==> src/cdbus_pkg.sv <==
// ########################################################
// cdbus shared types: configuration, status pulses, apb
// register map and buffer widths
// ########################################################
package cdbus_pkg;

    localparam int APB_AW = 8;

    typedef logic [7:0] ram_addr_t;
    typedef logic [7:0] ram_data_t;

    typedef struct packed {
        logic [15:0] div_ls;      // first byte of a frame
        logic [15:0] div_hs;      // remaining bytes
        logic        user_crc;    // host supplies the crc bytes
        logic        arbitrate;
        logic [1:0]  tx_en_delay; // head length in low-speed bits, minus one
    } cdbus_cfg_t;

    typedef struct packed {
        logic read_done;
        logic cd;
        logic cd_err;
    } tx_status_t;

    typedef struct packed {
        logic       frame_done;
        logic       crc_err;
        logic [7:0] frame_len;
    } rx_status_t;

    // apb register offsets
    localparam logic [APB_AW-1:0] REG_CTRL     = 8'h00;
    localparam logic [APB_AW-1:0] REG_DIV      = 8'h04;
    localparam logic [APB_AW-1:0] REG_TX_DATA  = 8'h08;
    localparam logic [APB_AW-1:0] REG_TX_START = 8'h0C;
    localparam logic [APB_AW-1:0] REG_RX_DATA  = 8'h10;
    localparam logic [APB_AW-1:0] REG_STATUS   = 8'h14;

endpackage

==> src/serial_crc.sv <==
`timescale 1ns/1ns
// ########################################################
// bit-serial crc-16 (modbus), one bit per data_clk
// ########################################################
module serial_crc (
    input  logic        clk,
    input  logic        reset_n,
    input  logic        clean,    // hold at initial value
    input  logic        data_clk,
    input  logic        data_in,
    output logic [15:0] crc_out
);

    logic [15:0] crc;

    always_ff @(posedge clk or negedge reset_n) begin
        if (!reset_n) begin
            crc <= 16'hFFFF;
        end else if (clean) begin
            crc <= 16'hFFFF;
        end else if (data_clk) begin
            // reflected form, lsb first
            crc <= {1'b0, crc[15:1]} ^ ((crc[0] ^ data_in) ? 16'hA001 : 16'h0000);
        end
    end

    assign crc_out = crc;

endmodule

==> src/pkt_ram.sv <==
`timescale 1ns/1ns
// ########################################################
// byte-wide packet buffer, synchronous write, async read
// ########################################################
module pkt_ram
    import cdbus_pkg::*;
#(
    parameter int DEPTH = 256
) (
    input  logic      clk,
    input  logic      wr_en,
    input  ram_addr_t wr_addr,
    input  ram_data_t wr_data,
    input  ram_addr_t rd_addr,
    output ram_data_t rd_data
);

    ram_data_t mem [DEPTH];

    always_ff @(posedge clk) begin
        if (wr_en)
            mem[wr_addr] <= wr_data;
    end

    // valid in the same cycle as the address
    assign rd_data = mem[rd_addr];

endmodule

==> src/tx_bytes_ser.sv <==
`timescale 1ns/1ns
// ########################################################
// frame serializer: bit-rate divider, tx_en head, bus
// arbitration with retry, crc insertion
// ########################################################
module tx_bytes_ser
    import cdbus_pkg::*;
(
    input  logic       clk,
    input  logic       reset_n,
    input  cdbus_cfg_t cfg,
    input  logic       unread,
    input  ram_data_t  data,
    output ram_addr_t  addr,
    input  logic       tx_permit,
    input  logic       rx,
    output logic       tx,
    output logic       tx_en,
    output tx_status_t tx_st
);

    typedef enum logic [3:0] {
        WAIT       = 4'b0001,
        DELAY_HEAD = 4'b0010,
        DELAY_END  = 4'b0100,
        DATA       = 4'b1000
    } state_t;

    state_t      state;
    logic        hs_flag;
    logic        bit_inc;
    logic        bit_mid;
    logic [15:0] div_cnt;
    logic [15:0] div_cur;
    logic [1:0]  delay_cnt;
    logic [3:0]  bit_cnt;      // 0..9, start and stop included
    logic        bit_finished;
    logic        tx_en_dyn;    // open-drain style drive during arbitration
    logic        crc_clk;
    logic        byte_inc;
    ram_data_t   tx_byte;
    logic [9:0]  tx_data;
    logic [8:0]  byte_cnt;
    ram_data_t   data_len;
    logic        is_crc_byte;
    logic        is_last_byte;
    logic [15:0] crc_data;
    logic [1:0]  retry_cnt;
    logic        cd;
    logic        cd_err;
    logic        read_done;

    assign div_cur = hs_flag ? cfg.div_hs : cfg.div_ls;
    assign tx_data = {1'b1, tx_byte, 1'b0};
    assign addr    = byte_cnt[7:0];
    assign tx_st   = '{read_done, cd, cd_err};

    always_ff @(posedge clk or negedge reset_n) begin
        if (!reset_n) begin
            state <= WAIT;
        end else begin
            case (state)
                WAIT: begin
                    if (tx_permit && unread)
                        state <= cfg.arbitrate ? DATA : DELAY_HEAD;
                end
                DELAY_HEAD: begin
                    if (bit_inc && delay_cnt == cfg.tx_en_delay)
                        state <= DELAY_END;
                end
                DELAY_END: state <= DATA; // lets the divider restart
                DATA: begin
                    if (cd || (is_last_byte && byte_inc))
                        state <= WAIT;
                end
                default: state <= WAIT;
            endcase
        end
    end

    // bit timing, bit_mid at 3/4 of a bit
    always_ff @(posedge clk or negedge reset_n) begin
        if (!reset_n) begin
            div_cnt <= 16'd1;
            bit_inc <= 1'b0;
            bit_mid <= 1'b0;
        end else begin
            bit_inc <= 1'b0;
            bit_mid <= 1'b0;
            if (state == WAIT || state == DELAY_END) begin
                div_cnt <= 16'd1;
            end else begin
                div_cnt <= div_cnt + 16'd1;
                if (div_cnt == div_cur - {2'b00, div_cur[15:2]})
                    bit_mid <= 1'b1;
                if (div_cnt >= div_cur) begin
                    div_cnt <= '0;
                    bit_inc <= 1'b1;
                end
            end
        end
    end

    always_ff @(posedge clk or negedge reset_n) begin
        if (!reset_n)
            delay_cnt <= '0;
        else if (state == WAIT)
            delay_cnt <= '0;
        else if (bit_inc)
            delay_cnt <= delay_cnt + 2'd1;
    end

    always_ff @(posedge clk or negedge reset_n) begin
        if (!reset_n) begin
            hs_flag      <= 1'b0;
            crc_clk      <= 1'b0;
            cd           <= 1'b0;
            byte_inc     <= 1'b0;
            bit_cnt      <= '0;
            bit_finished <= 1'b0;
            tx_en_dyn    <= 1'b1;
            tx           <= 1'b1;
            tx_en        <= 1'b0;
        end else begin
            crc_clk  <= 1'b0;
            cd       <= 1'b0;
            byte_inc <= 1'b0;
            if (state != DATA) begin
                hs_flag      <= 1'b0;
                bit_cnt      <= '0;
                bit_finished <= 1'b0;
                tx_en_dyn    <= 1'b1;
                tx           <= 1'b1;
                tx_en        <= (state != WAIT); // delay head
            end else if (!bit_finished) begin
                tx    <= tx_data[bit_cnt];
                tx_en <= !(cfg.arbitrate && tx_en_dyn && tx_data[bit_cnt]);
                // we send 1 but someone else pulls the bus low
                if (cfg.arbitrate && tx_en_dyn && bit_mid && tx && !rx)
                    cd <= 1'b1;
                if (bit_inc) begin
                    crc_clk <= bit_cnt != 4'd0 && bit_cnt != 4'd9 && !is_crc_byte;
                    bit_cnt <= bit_cnt + 4'd1;
                    if (bit_cnt == 4'd9) begin
                        hs_flag   <= 1'b1;
                        bit_cnt   <= '0;
                        byte_inc  <= 1'b1;
                        tx_en_dyn <= 1'b0; // arbitration won after first byte
                        if (is_last_byte)
                            bit_finished <= 1'b1;
                    end
                end
            end
        end
    end

    // byte fetch, the next byte is loaded long before its first data bit
    always_ff @(posedge clk or negedge reset_n) begin
        if (!reset_n) begin
            byte_cnt     <= '0;
            data_len     <= '0;
            is_crc_byte  <= 1'b0;
            is_last_byte <= 1'b0;
            tx_byte      <= '0;
        end else if (state != DATA) begin
            byte_cnt     <= '0;
            data_len     <= '0;
            is_crc_byte  <= 1'b0;
            is_last_byte <= 1'b0;
        end else begin
            tx_byte <= data;
            if (byte_cnt == 9'd2) begin
                data_len <= data;
            end else if (byte_cnt == {1'b0, data_len} + 9'd3) begin
                if (!cfg.user_crc)
                    tx_byte <= crc_data[7:0];
                is_crc_byte <= 1'b1;
            end else if (byte_cnt == {1'b0, data_len} + 9'd4) begin
                if (!cfg.user_crc)
                    tx_byte <= crc_data[15:8];
                is_last_byte <= 1'b1;
            end
            if (byte_inc)
                byte_cnt <= byte_cnt + 9'd1;
        end
    end

    // four collisions in a row drop the frame
    always_ff @(posedge clk or negedge reset_n) begin
        if (!reset_n) begin
            retry_cnt <= '0;
            read_done <= 1'b0;
            cd_err    <= 1'b0;
        end else begin
            read_done <= 1'b0;
            cd_err    <= 1'b0;
            if (cd) begin
                retry_cnt <= retry_cnt + 2'd1; // wraps to 0 on the drop
                if (retry_cnt == 2'd3) begin
                    read_done <= 1'b1;
                    cd_err    <= 1'b1;
                end
            end else if (is_last_byte && byte_inc) begin
                read_done <= 1'b1;
                retry_cnt <= '0;
            end
        end
    end

    serial_crc i_tx_crc (
        .clk      (clk),
        .reset_n  (reset_n),
        .clean    (state != DATA),
        .data_clk (crc_clk),
        .data_in  (tx),
        .crc_out  (crc_data)
    );

endmodule

==> src/rx_bytes_des.sv <==
`timescale 1ns/1ns
// ########################################################
// frame deserializer with crc check and bus idle detect
// ########################################################
module rx_bytes_des
    import cdbus_pkg::*;
#(
    parameter int IDLE_BITS = 10
) (
    input  logic       clk,
    input  logic       reset_n,
    input  cdbus_cfg_t cfg,
    input  logic       rx,
    output logic       wr_en,
    output ram_addr_t  wr_addr,
    output ram_data_t  wr_data,
    output logic       tx_permit,
    output rx_status_t rx_st
);

    logic        rx_s1;
    logic        rx_s2;
    logic        rx_d;
    logic        rx_fall;
    logic        in_char;
    logic        hs_flag;
    logic        sample;
    logic [15:0] div_cnt;
    logic [15:0] div_cur;
    logic [3:0]  bit_cnt;
    ram_data_t   shreg;
    logic [8:0]  byte_cnt;
    ram_data_t   data_len;
    logic        crc_clk;
    logic [15:0] crc_data;
    logic [15:0] idle_div;
    logic [7:0]  idle_cnt;
    logic        frame_done;
    logic        crc_err;
    logic [7:0]  frame_len;

    assign rx_fall = rx_d && !rx_s2;
    assign div_cur = hs_flag ? cfg.div_hs : cfg.div_ls;
    // start bit sampled at half a bit, the rest one bit apart
    assign sample  = in_char && (bit_cnt == 4'd0 ? div_cnt == {1'b0, div_cur[15:1]}
                                                  : div_cnt >= div_cur);
    assign rx_st   = '{frame_done, crc_err, frame_len};

    always_ff @(posedge clk or negedge reset_n) begin
        if (!reset_n) begin
            rx_s1 <= 1'b1;
            rx_s2 <= 1'b1;
            rx_d  <= 1'b1;
        end else begin
            rx_s1 <= rx;
            rx_s2 <= rx_s1;
            rx_d  <= rx_s2;
        end
    end

    always_ff @(posedge clk or negedge reset_n) begin
        if (!reset_n) begin
            in_char <= 1'b0;
            div_cnt <= '0;
            bit_cnt <= '0;
            crc_clk <= 1'b0;
        end else begin
            crc_clk <= 1'b0;
            if (!in_char) begin
                div_cnt <= '0;
                bit_cnt <= '0;
                if (rx_fall)
                    in_char <= 1'b1;
            end else if (sample) begin
                div_cnt <= '0;
                bit_cnt <= bit_cnt + 4'd1;
                if (bit_cnt == 4'd0 && rx_s2)
                    in_char <= 1'b0; // glitch, no real start bit
                if (bit_cnt != 4'd0 && bit_cnt != 4'd9)
                    crc_clk <= 1'b1;
                if (bit_cnt == 4'd9)
                    in_char <= 1'b0;
            end else begin
                div_cnt <= div_cnt + 16'd1;
            end
        end
    end

    always_ff @(posedge clk) begin
        if (sample && bit_cnt != 4'd0 && bit_cnt != 4'd9)
            shreg <= {rx_s2, shreg[7:1]}; // lsb first
        if (sample && bit_cnt == 4'd9) begin
            wr_addr <= byte_cnt[7:0];
            wr_data <= shreg;
        end
    end

    always_ff @(posedge clk or negedge reset_n) begin
        if (!reset_n) begin
            byte_cnt   <= '0;
            data_len   <= '0;
            hs_flag    <= 1'b0;
            wr_en      <= 1'b0;
            frame_done <= 1'b0;
            crc_err    <= 1'b0;
            frame_len  <= '0;
        end else begin
            wr_en      <= 1'b0;
            frame_done <= 1'b0;
            crc_err    <= 1'b0;
            if (tx_permit) begin
                byte_cnt <= '0; // bus went idle, drop any partial frame
                hs_flag  <= 1'b0;
            end else if (sample && bit_cnt == 4'd9) begin
                wr_en    <= 1'b1;
                hs_flag  <= 1'b1;
                byte_cnt <= byte_cnt + 9'd1;
                if (byte_cnt == 9'd2)
                    data_len <= shreg;
                if (byte_cnt > 9'd2 && byte_cnt == {1'b0, data_len} + 9'd4) begin
                    frame_done <= 1'b1;
                    crc_err    <= crc_data != 16'h0000; // residue over data and crc
                    frame_len  <= byte_cnt[7:0];
                    byte_cnt   <= '0;
                    hs_flag    <= 1'b0;
                end
            end
        end
    end

    // idle time counted in low-speed bits
    always_ff @(posedge clk or negedge reset_n) begin
        if (!reset_n) begin
            idle_div  <= '0;
            idle_cnt  <= '0;
            tx_permit <= 1'b0;
        end else if (in_char || !rx_s2) begin
            idle_div  <= '0;
            idle_cnt  <= '0;
            tx_permit <= 1'b0;
        end else if (!tx_permit) begin
            idle_div <= idle_div + 16'd1;
            if (idle_div >= cfg.div_ls) begin
                idle_div <= '0;
                idle_cnt <= idle_cnt + 8'd1;
                if (idle_cnt == 8'(IDLE_BITS - 1))
                    tx_permit <= 1'b1;
            end
        end
    end

    serial_crc i_rx_crc (
        .clk      (clk),
        .reset_n  (reset_n),
        .clean    (byte_cnt == 9'd0 && !in_char),
        .data_clk (crc_clk),
        .data_in  (shreg[7]),
        .crc_out  (crc_data)
    );

endmodule

==> src/cdbus_regs.sv <==
`timescale 1ns/1ns
// ########################################################
// apb register block: config, buffer access, sticky status
// ########################################################
module cdbus_regs
    import cdbus_pkg::*;
(
    input  logic              clk,
    input  logic              reset_n,
    input  logic              psel,
    input  logic              penable,
    input  logic              pwrite,
    input  logic [APB_AW-1:0] paddr,
    input  logic [31:0]       pwdata,
    output logic [31:0]       prdata,
    output logic              pready,
    output cdbus_cfg_t        cfg,
    output logic              tx_wr_en,
    output ram_addr_t         tx_wr_addr,
    output ram_data_t         tx_wr_data,
    output logic              unread,
    input  tx_status_t        tx_st,
    output ram_addr_t         rx_rd_addr,
    input  ram_data_t         rx_rd_data,
    input  rx_status_t        rx_st
);

    logic        wr_acc;
    logic        rd_acc;
    ram_addr_t   tx_wptr;
    ram_addr_t   rx_rptr;
    logic        tx_done;
    logic        cd_err;
    logic        rx_done;
    logic        rx_crc_err;
    logic [7:0]  frame_len;
    logic [31:0] status;

    assign wr_acc     = psel && penable && pwrite;
    assign rd_acc     = psel && penable && !pwrite;
    assign pready     = 1'b1; // no wait states
    assign tx_wr_en   = wr_acc && paddr == REG_TX_DATA;
    assign tx_wr_addr = tx_wptr;
    assign tx_wr_data = pwdata[7:0];
    assign rx_rd_addr = rx_rptr;
    assign status     = {16'd0, frame_len, 3'd0, unread, rx_crc_err, rx_done, cd_err, tx_done};

    always_ff @(posedge clk or negedge reset_n) begin
        if (!reset_n) begin
            cfg <= '{div_ls: 16'd99, div_hs: 16'd9, default: '0};
        end else if (wr_acc) begin
            case (paddr)
                REG_CTRL: begin
                    cfg.user_crc    <= pwdata[0];
                    cfg.arbitrate   <= pwdata[1];
                    cfg.tx_en_delay <= pwdata[3:2];
                end
                REG_DIV: begin
                    cfg.div_ls <= pwdata[15:0];
                    cfg.div_hs <= pwdata[31:16];
                end
                default: ;
            endcase
        end
    end

    always_ff @(posedge clk or negedge reset_n) begin
        if (!reset_n) begin
            tx_wptr <= '0;
            rx_rptr <= '0;
            unread  <= 1'b0;
        end else begin
            if (tx_wr_en)
                tx_wptr <= tx_wptr + 8'd1;
            if (tx_st.read_done)
                unread <= 1'b0;
            else if (wr_acc && paddr == REG_TX_START && !unread) begin
                unread  <= 1'b1; // busy start is ignored
                tx_wptr <= '0;
            end
            if (rx_st.frame_done)
                rx_rptr <= '0;
            else if (rd_acc && paddr == REG_RX_DATA)
                rx_rptr <= rx_rptr + 8'd1;
        end
    end

    // write 1 to clear, a new event wins over the clear
    always_ff @(posedge clk or negedge reset_n) begin
        if (!reset_n) begin
            tx_done    <= 1'b0;
            cd_err     <= 1'b0;
            rx_done    <= 1'b0;
            rx_crc_err <= 1'b0;
            frame_len  <= '0;
        end else begin
            if (wr_acc && paddr == REG_STATUS) begin
                if (pwdata[0])
                    tx_done <= 1'b0;
                if (pwdata[1])
                    cd_err <= 1'b0;
                if (pwdata[2])
                    rx_done <= 1'b0;
                if (pwdata[3])
                    rx_crc_err <= 1'b0;
            end
            if (tx_st.read_done && !tx_st.cd_err)
                tx_done <= 1'b1;
            if (tx_st.cd_err)
                cd_err <= 1'b1;
            if (rx_st.frame_done) begin
                rx_done   <= 1'b1;
                frame_len <= rx_st.frame_len;
            end
            if (rx_st.crc_err)
                rx_crc_err <= 1'b1;
        end
    end

    always_comb begin
        case (paddr)
            REG_CTRL:    prdata = {28'd0, cfg.tx_en_delay, cfg.arbitrate, cfg.user_crc};
            REG_DIV:     prdata = {cfg.div_hs, cfg.div_ls};
            REG_TX_DATA: prdata = {24'd0, tx_wptr};
            REG_RX_DATA: prdata = {24'd0, rx_rd_data};
            REG_STATUS:  prdata = status;
            default:     prdata = '0;
        endcase
    end

endmodule

==> src/cdbus_ctrl.sv <==
`timescale 1ns/1ns
// ########################################################
// cdbus node top: registers, packet buffers, tx and rx paths
// ########################################################
module cdbus_ctrl
    import cdbus_pkg::*;
#(
    parameter int DEPTH     = 256,
    parameter int IDLE_BITS = 10
) (
    input  logic              clk,
    input  logic              reset_n,
    input  logic              psel,
    input  logic              penable,
    input  logic              pwrite,
    input  logic [APB_AW-1:0] paddr,
    input  logic [31:0]       pwdata,
    output logic [31:0]       prdata,
    output logic              pready,
    output logic              tx,
    output logic              tx_en,
    input  logic              rx
);

    cdbus_cfg_t cfg;
    tx_status_t tx_st;
    rx_status_t rx_st;
    logic       unread;
    logic       tx_permit;
    logic       tx_wr_en;
    ram_addr_t  tx_wr_addr;
    ram_data_t  tx_wr_data;
    ram_addr_t  tx_rd_addr;
    ram_data_t  tx_rd_data;
    logic       rx_wr_en;
    ram_addr_t  rx_wr_addr;
    ram_data_t  rx_wr_data;
    ram_addr_t  rx_rd_addr;
    ram_data_t  rx_rd_data;

    cdbus_regs i_cdbus_regs (
        .clk        (clk),
        .reset_n    (reset_n),
        .psel       (psel),
        .penable    (penable),
        .pwrite     (pwrite),
        .paddr      (paddr),
        .pwdata     (pwdata),
        .prdata     (prdata),
        .pready     (pready),
        .cfg        (cfg),
        .tx_wr_en   (tx_wr_en),
        .tx_wr_addr (tx_wr_addr),
        .tx_wr_data (tx_wr_data),
        .unread     (unread),
        .tx_st      (tx_st),
        .rx_rd_addr (rx_rd_addr),
        .rx_rd_data (rx_rd_data),
        .rx_st      (rx_st)
    );

    pkt_ram #(.DEPTH(DEPTH)) i_tx_ram (
        .clk     (clk),
        .wr_en   (tx_wr_en),
        .wr_addr (tx_wr_addr),
        .wr_data (tx_wr_data),
        .rd_addr (tx_rd_addr),
        .rd_data (tx_rd_data)
    );

    pkt_ram #(.DEPTH(DEPTH)) i_rx_ram (
        .clk     (clk),
        .wr_en   (rx_wr_en),
        .wr_addr (rx_wr_addr),
        .wr_data (rx_wr_data),
        .rd_addr (rx_rd_addr),
        .rd_data (rx_rd_data)
    );

    tx_bytes_ser i_tx_bytes_ser (
        .clk       (clk),
        .reset_n   (reset_n),
        .cfg       (cfg),
        .unread    (unread),
        .data      (tx_rd_data),
        .addr      (tx_rd_addr),
        .tx_permit (tx_permit),
        .rx        (rx),
        .tx        (tx),
        .tx_en     (tx_en),
        .tx_st     (tx_st)
    );

    rx_bytes_des #(.IDLE_BITS(IDLE_BITS)) i_rx_bytes_des (
        .clk       (clk),
        .reset_n   (reset_n),
        .cfg       (cfg),
        .rx        (rx),
        .wr_en     (rx_wr_en),
        .wr_addr   (rx_wr_addr),
        .wr_data   (rx_wr_data),
        .tx_permit (tx_permit),
        .rx_st     (rx_st)
    );

endmodule

==> config.mk <==
export PLATFORM = sky130hd
export DESIGN_NAME = cdbus_ctrl
export DESIGN_NICKNAME = d
export VERILOG_FILES = /design/src/cdbus_pkg.sv /design/src/serial_crc.sv /design/src/pkt_ram.sv /design/src/tx_bytes_ser.sv /design/src/rx_bytes_des.sv /design/src/cdbus_regs.sv /design/src/cdbus_ctrl.sv
export SDC_FILE = /design/constraint.sdc
export NUM_CORES = 2
export LEC_CHECK = 0
export ABC_CLOCK_PERIOD_IN_PS = 5050
export BUFFER_PORTS_ARGS = -buffer_cell sky130_fd_sc_hd__buf_2
export CAP_MARGIN = 15
export CORE_UTILIZATION = 33
export CTS_CLUSTER_DIAMETER = 120
export DETAILED_ROUTE_END_ITERATION = 12
export HOLD_SLACK_MARGIN = 0.03
export MAX_ROUTING_LAYER = met4
export SKIP_CTS_REPAIR_TIMING = 1
export SYNTH_ARGS = -nofsm -noshare
export SYNTH_HDL_FRONTEND = slang
export SYNTH_SLANG_ARGS = --single-unit
export TNS_END_PERCENT = 10
==> constraint.sdc <==
create_clock -name clk -period 5.05 [get_ports clk]
set_input_delay 0.505 -clock clk [delete_from_list [all_inputs] [get_ports clk]]
set_output_delay 0.505 -clock clk [all_outputs]
set_load 0.005 [all_outputs]
==> flow_summary.yaml <==
outcome:
  status: "finished, violations left"
  violations: "setup timing"
routing:
  wl_per_cell_microns: 27.5
  via_per_inst: 5.34
  totalWireLength_microns: 443000
  vias: 85982
  dr.pass1.iters: 6
  ant_nets: 0
  drtIter0Drc: 10238
  drc: 0
timing:
  worst_slew_pin_slew_ns: 1.22
  post-route-period-util: 1.05
  clock.fmax_ghz: 0.189
  skew_ns: 0.0716
  report.final.hold_viol_count: 0
  final-setup-viol-count: 8
  rsz0062_at_grt: "yes"
  setup_tns_ns: -1.29
  relSlewSlack: 0.185
  final.setup.worst_slack_ns: -0.251
  period_needed_ns: 5.30
  drv_slew: 0
setup_path:
  r2r_start: "i_tx_bytes_ser.hs_flag"
  path_class: "flip-flop to output pin"
  startpoint_type: "flip-flop"
  critPathArrivalTime_ns: 4.80
  max_stage_delay_ns: 0.52
  crit_slowest_cell: "mux4_2"
  crit_fanout: 14
  r2r_cells: 13
  required_ns: 4.55
  critPathLaunch: "i_cdbus_regs.rx_rd_addr[0]"
  r2r_slack_ns: 0.78
  r2r_end: "i_tx_bytes_ser.bit_mid"
  path_cells: "buf_12 > buf_8 > buf_16 > buf_4 > mux4_2 > mux4_2 > a22o_4 > o21ai_1 > o211ai_1 > o31ai_4 > buf_4 > o21ai_1 > buf_2"
  critical_path.endpoint_type: "output pin"
synthesis:
  yosys_warnings: 0
  synth-seq-area-share: 0.748
  netlist_instances: 8379
  post-synth-top-count-cell: "edfxtp_1"
  synth_common_cells: "4,120 x edfxtp_1, 1,191 x mux4_2, 674 x nor2_1"
  synthTopCellsByArea: "edfxtp_1 71%, mux4_2 15%, dfrtp_1 2.9%, nor2_1 1.5%, mux2i_1 0.95%"
  synth-main-ff-cell: "edfxtp_1"
  synth_area_sq_um: 174000
  synthArstFlopShare: 0.0557
  yosys.area.top_type: "edfxtp_1"
  synth_top_area_frac: 0.713
  synth_cell_types: 89
  ys_ff_latch: 4363
  syn_nets: 8514
  avgSynthCellArea_sq_um: 20.7
  synth-edff-count: 4120
global_route:
  antenna_found_initial: 8
  grt-ovfl-total: 0
  grt_use_total: 0.166
  grt_max_degree: 214
  grt_pass1_vias: 87251
  grt_pass1_wl_microns: 632000
final_layout:
  nets: 8954
  stdcell_area_sq_um: 199000
  fill_cells: 46406
  drive_gt1_frac: 0.268
  area_growth_pct: 14.7
  final_cells: 16111
floorplan:
  num_rows: 265
  dieHeight_microns: 727
  initial_core_util: 0.332
  die_area_sq_um: 529000
  num_io_pins: 81
  core_area_sq_um: 522000
  fp.dieW_microns: 727
clock_tree:
  root_buffer: "clkbuf_16"
  cts_tree: "done"
  cts_made_buffers: 413
  clk_latency_ns: 1.03
  htree_num_levels: 5
  cts_sinks: 4363
  clkTransAtPathRegs_ns: 0.06
  clockBufferDepth: 4
placed_design:
  dp.cells: 15233
  hpwl_microns: 263000
  placed_area_sq_um: 184000
  gp_routability_congestion: 0.852
  io_buffers: 79
pwr:
  vdd_drop_max_mv: 0.303
  powerDensity_nw_per_um2: 364
  total_leakage_power_nw: 60.5
hold_path:
  hp-class: "input pin to asynchronous set/reset pin"
flow_run:
  cap_violations: 0
[routing by layer]
metal | vias to the layer above | routed length [microns] | global-route usage
li1 | 35492 | - | -
met2 | 3524 | 218000 | 0.269
met3 | 663 | 31700 | 0.0230
met5 | - | 0 | -
met1 | 46303 | 181000 | 0.222
met4 | 0 | 12100 | 0.0431
[critical path, delay by kind of cell, from the launching register on]
family                 cells  cell delay (ns)
multiplexers               2             0.99
AO/OA/AOI/OAI              5             1.24
flip-flops                 1             0.48
buffers and inverters      6             1.03
[layout by cell type (no fill, tap or decap), drive strengths merged, types with 37 or more instances in the layout]
master,instances
nor2,674
clkinv,155
bufinv,37
a21oi,97
o21ai,90
a22o,48
dfrtp,198
mux4,1193
edfxtp,4120
xnor2,86
mux2i,166
nand3,97
xor2,58
nand2,272
ha,88
dfstp,45
inv,72
mux2,70
clkbuf,572
buf,431
a22oi,70
nor4,37
[worst max-delay path by stage]
stage	to	slack, ns	cells past startpoint
global route	prdata[0]	-0.25	12
floorplan	i_rx_ram.mem[0][0]	1.00	0
global placement	prdata[6]	-0.22	10
finish	prdata[7]	-0.25	13
detailed placement	prdata[6]	-0.17	10
CTS	prdata[6]	-1.30	10
[sequential cells by signal (all words and copies together) (netlist names), 9 cells and up]
| name | count |
|---|---|
| i_tx_bytes_ser.byte_cnt | 9 |
| i_rx_bytes_des.div_cnt | 16 |
| i_rx_bytes_des.byte_cnt | 9 |
| i_rx_ram.mem | 2048 |
| i_tx_bytes_ser.i_tx_crc.crc_out | 16 |
| i_cdbus_regs.cfg | 36 |
| i_rx_bytes_des.idle_div | 16 |
| i_tx_ram.mem | 2048 |
| i_tx_bytes_ser.div_cnt | 16 |
| i_rx_bytes_des.i_rx_crc.crc_out | 16 |
[logic make-up after synthesis]
kind of cell	share of synthesized area
other	0.0000216
AO/OA/AOI/OAI	0.0205
flip-flops	0.748
AND/OR/NAND/NOR	0.0332
multiplexers	0.169
buffers and inverters	0.0151
adder cells (fa/ha/maj)	0.00646
XOR/XNOR	0.00727
[area by class of cell]
cell class,count,area [sq um],area share
Sequential cell,4363,130000,0.653
Multi-Input combinational cell,3491,41600,0.209
Clock buffer,541,11200,0.0564
Tap cell,6942,8690,0.0437
Timing Repair Buffer,491,5160,0.0260
Clock inverter,218,2210,0.0111
Inverter,59,229,0.00115
Antenna cell,6,15.0,0.0000755
[power breakdown]
part / leakage (nW) / internal [mW] / total (mW) / switching, mW
combinational: 13.8 / 0.563 / 1.56 / 0.995
sequential: 40.2 / 39.5 / 39.6 / 0.173
clock: 6.54 / 17.6 / 31.2 / 13.6
[metrics by stage]
stage	setup WS, ns	power, mW	util	hold WS, ns
after floorplan	1.00	41.2	-	0.209
after global placement	-0.216	41.8	0.351	0.349
after detailed placement	-0.171	41.9	0.351	0.348
after CTS	-1.30	72.7	0.377	-0.574
after global routing	-0.247	74.3	0.381	0.0747
final	-0.251	72.4	0.381	0.0887
Power figures use the tool's default switching activity.
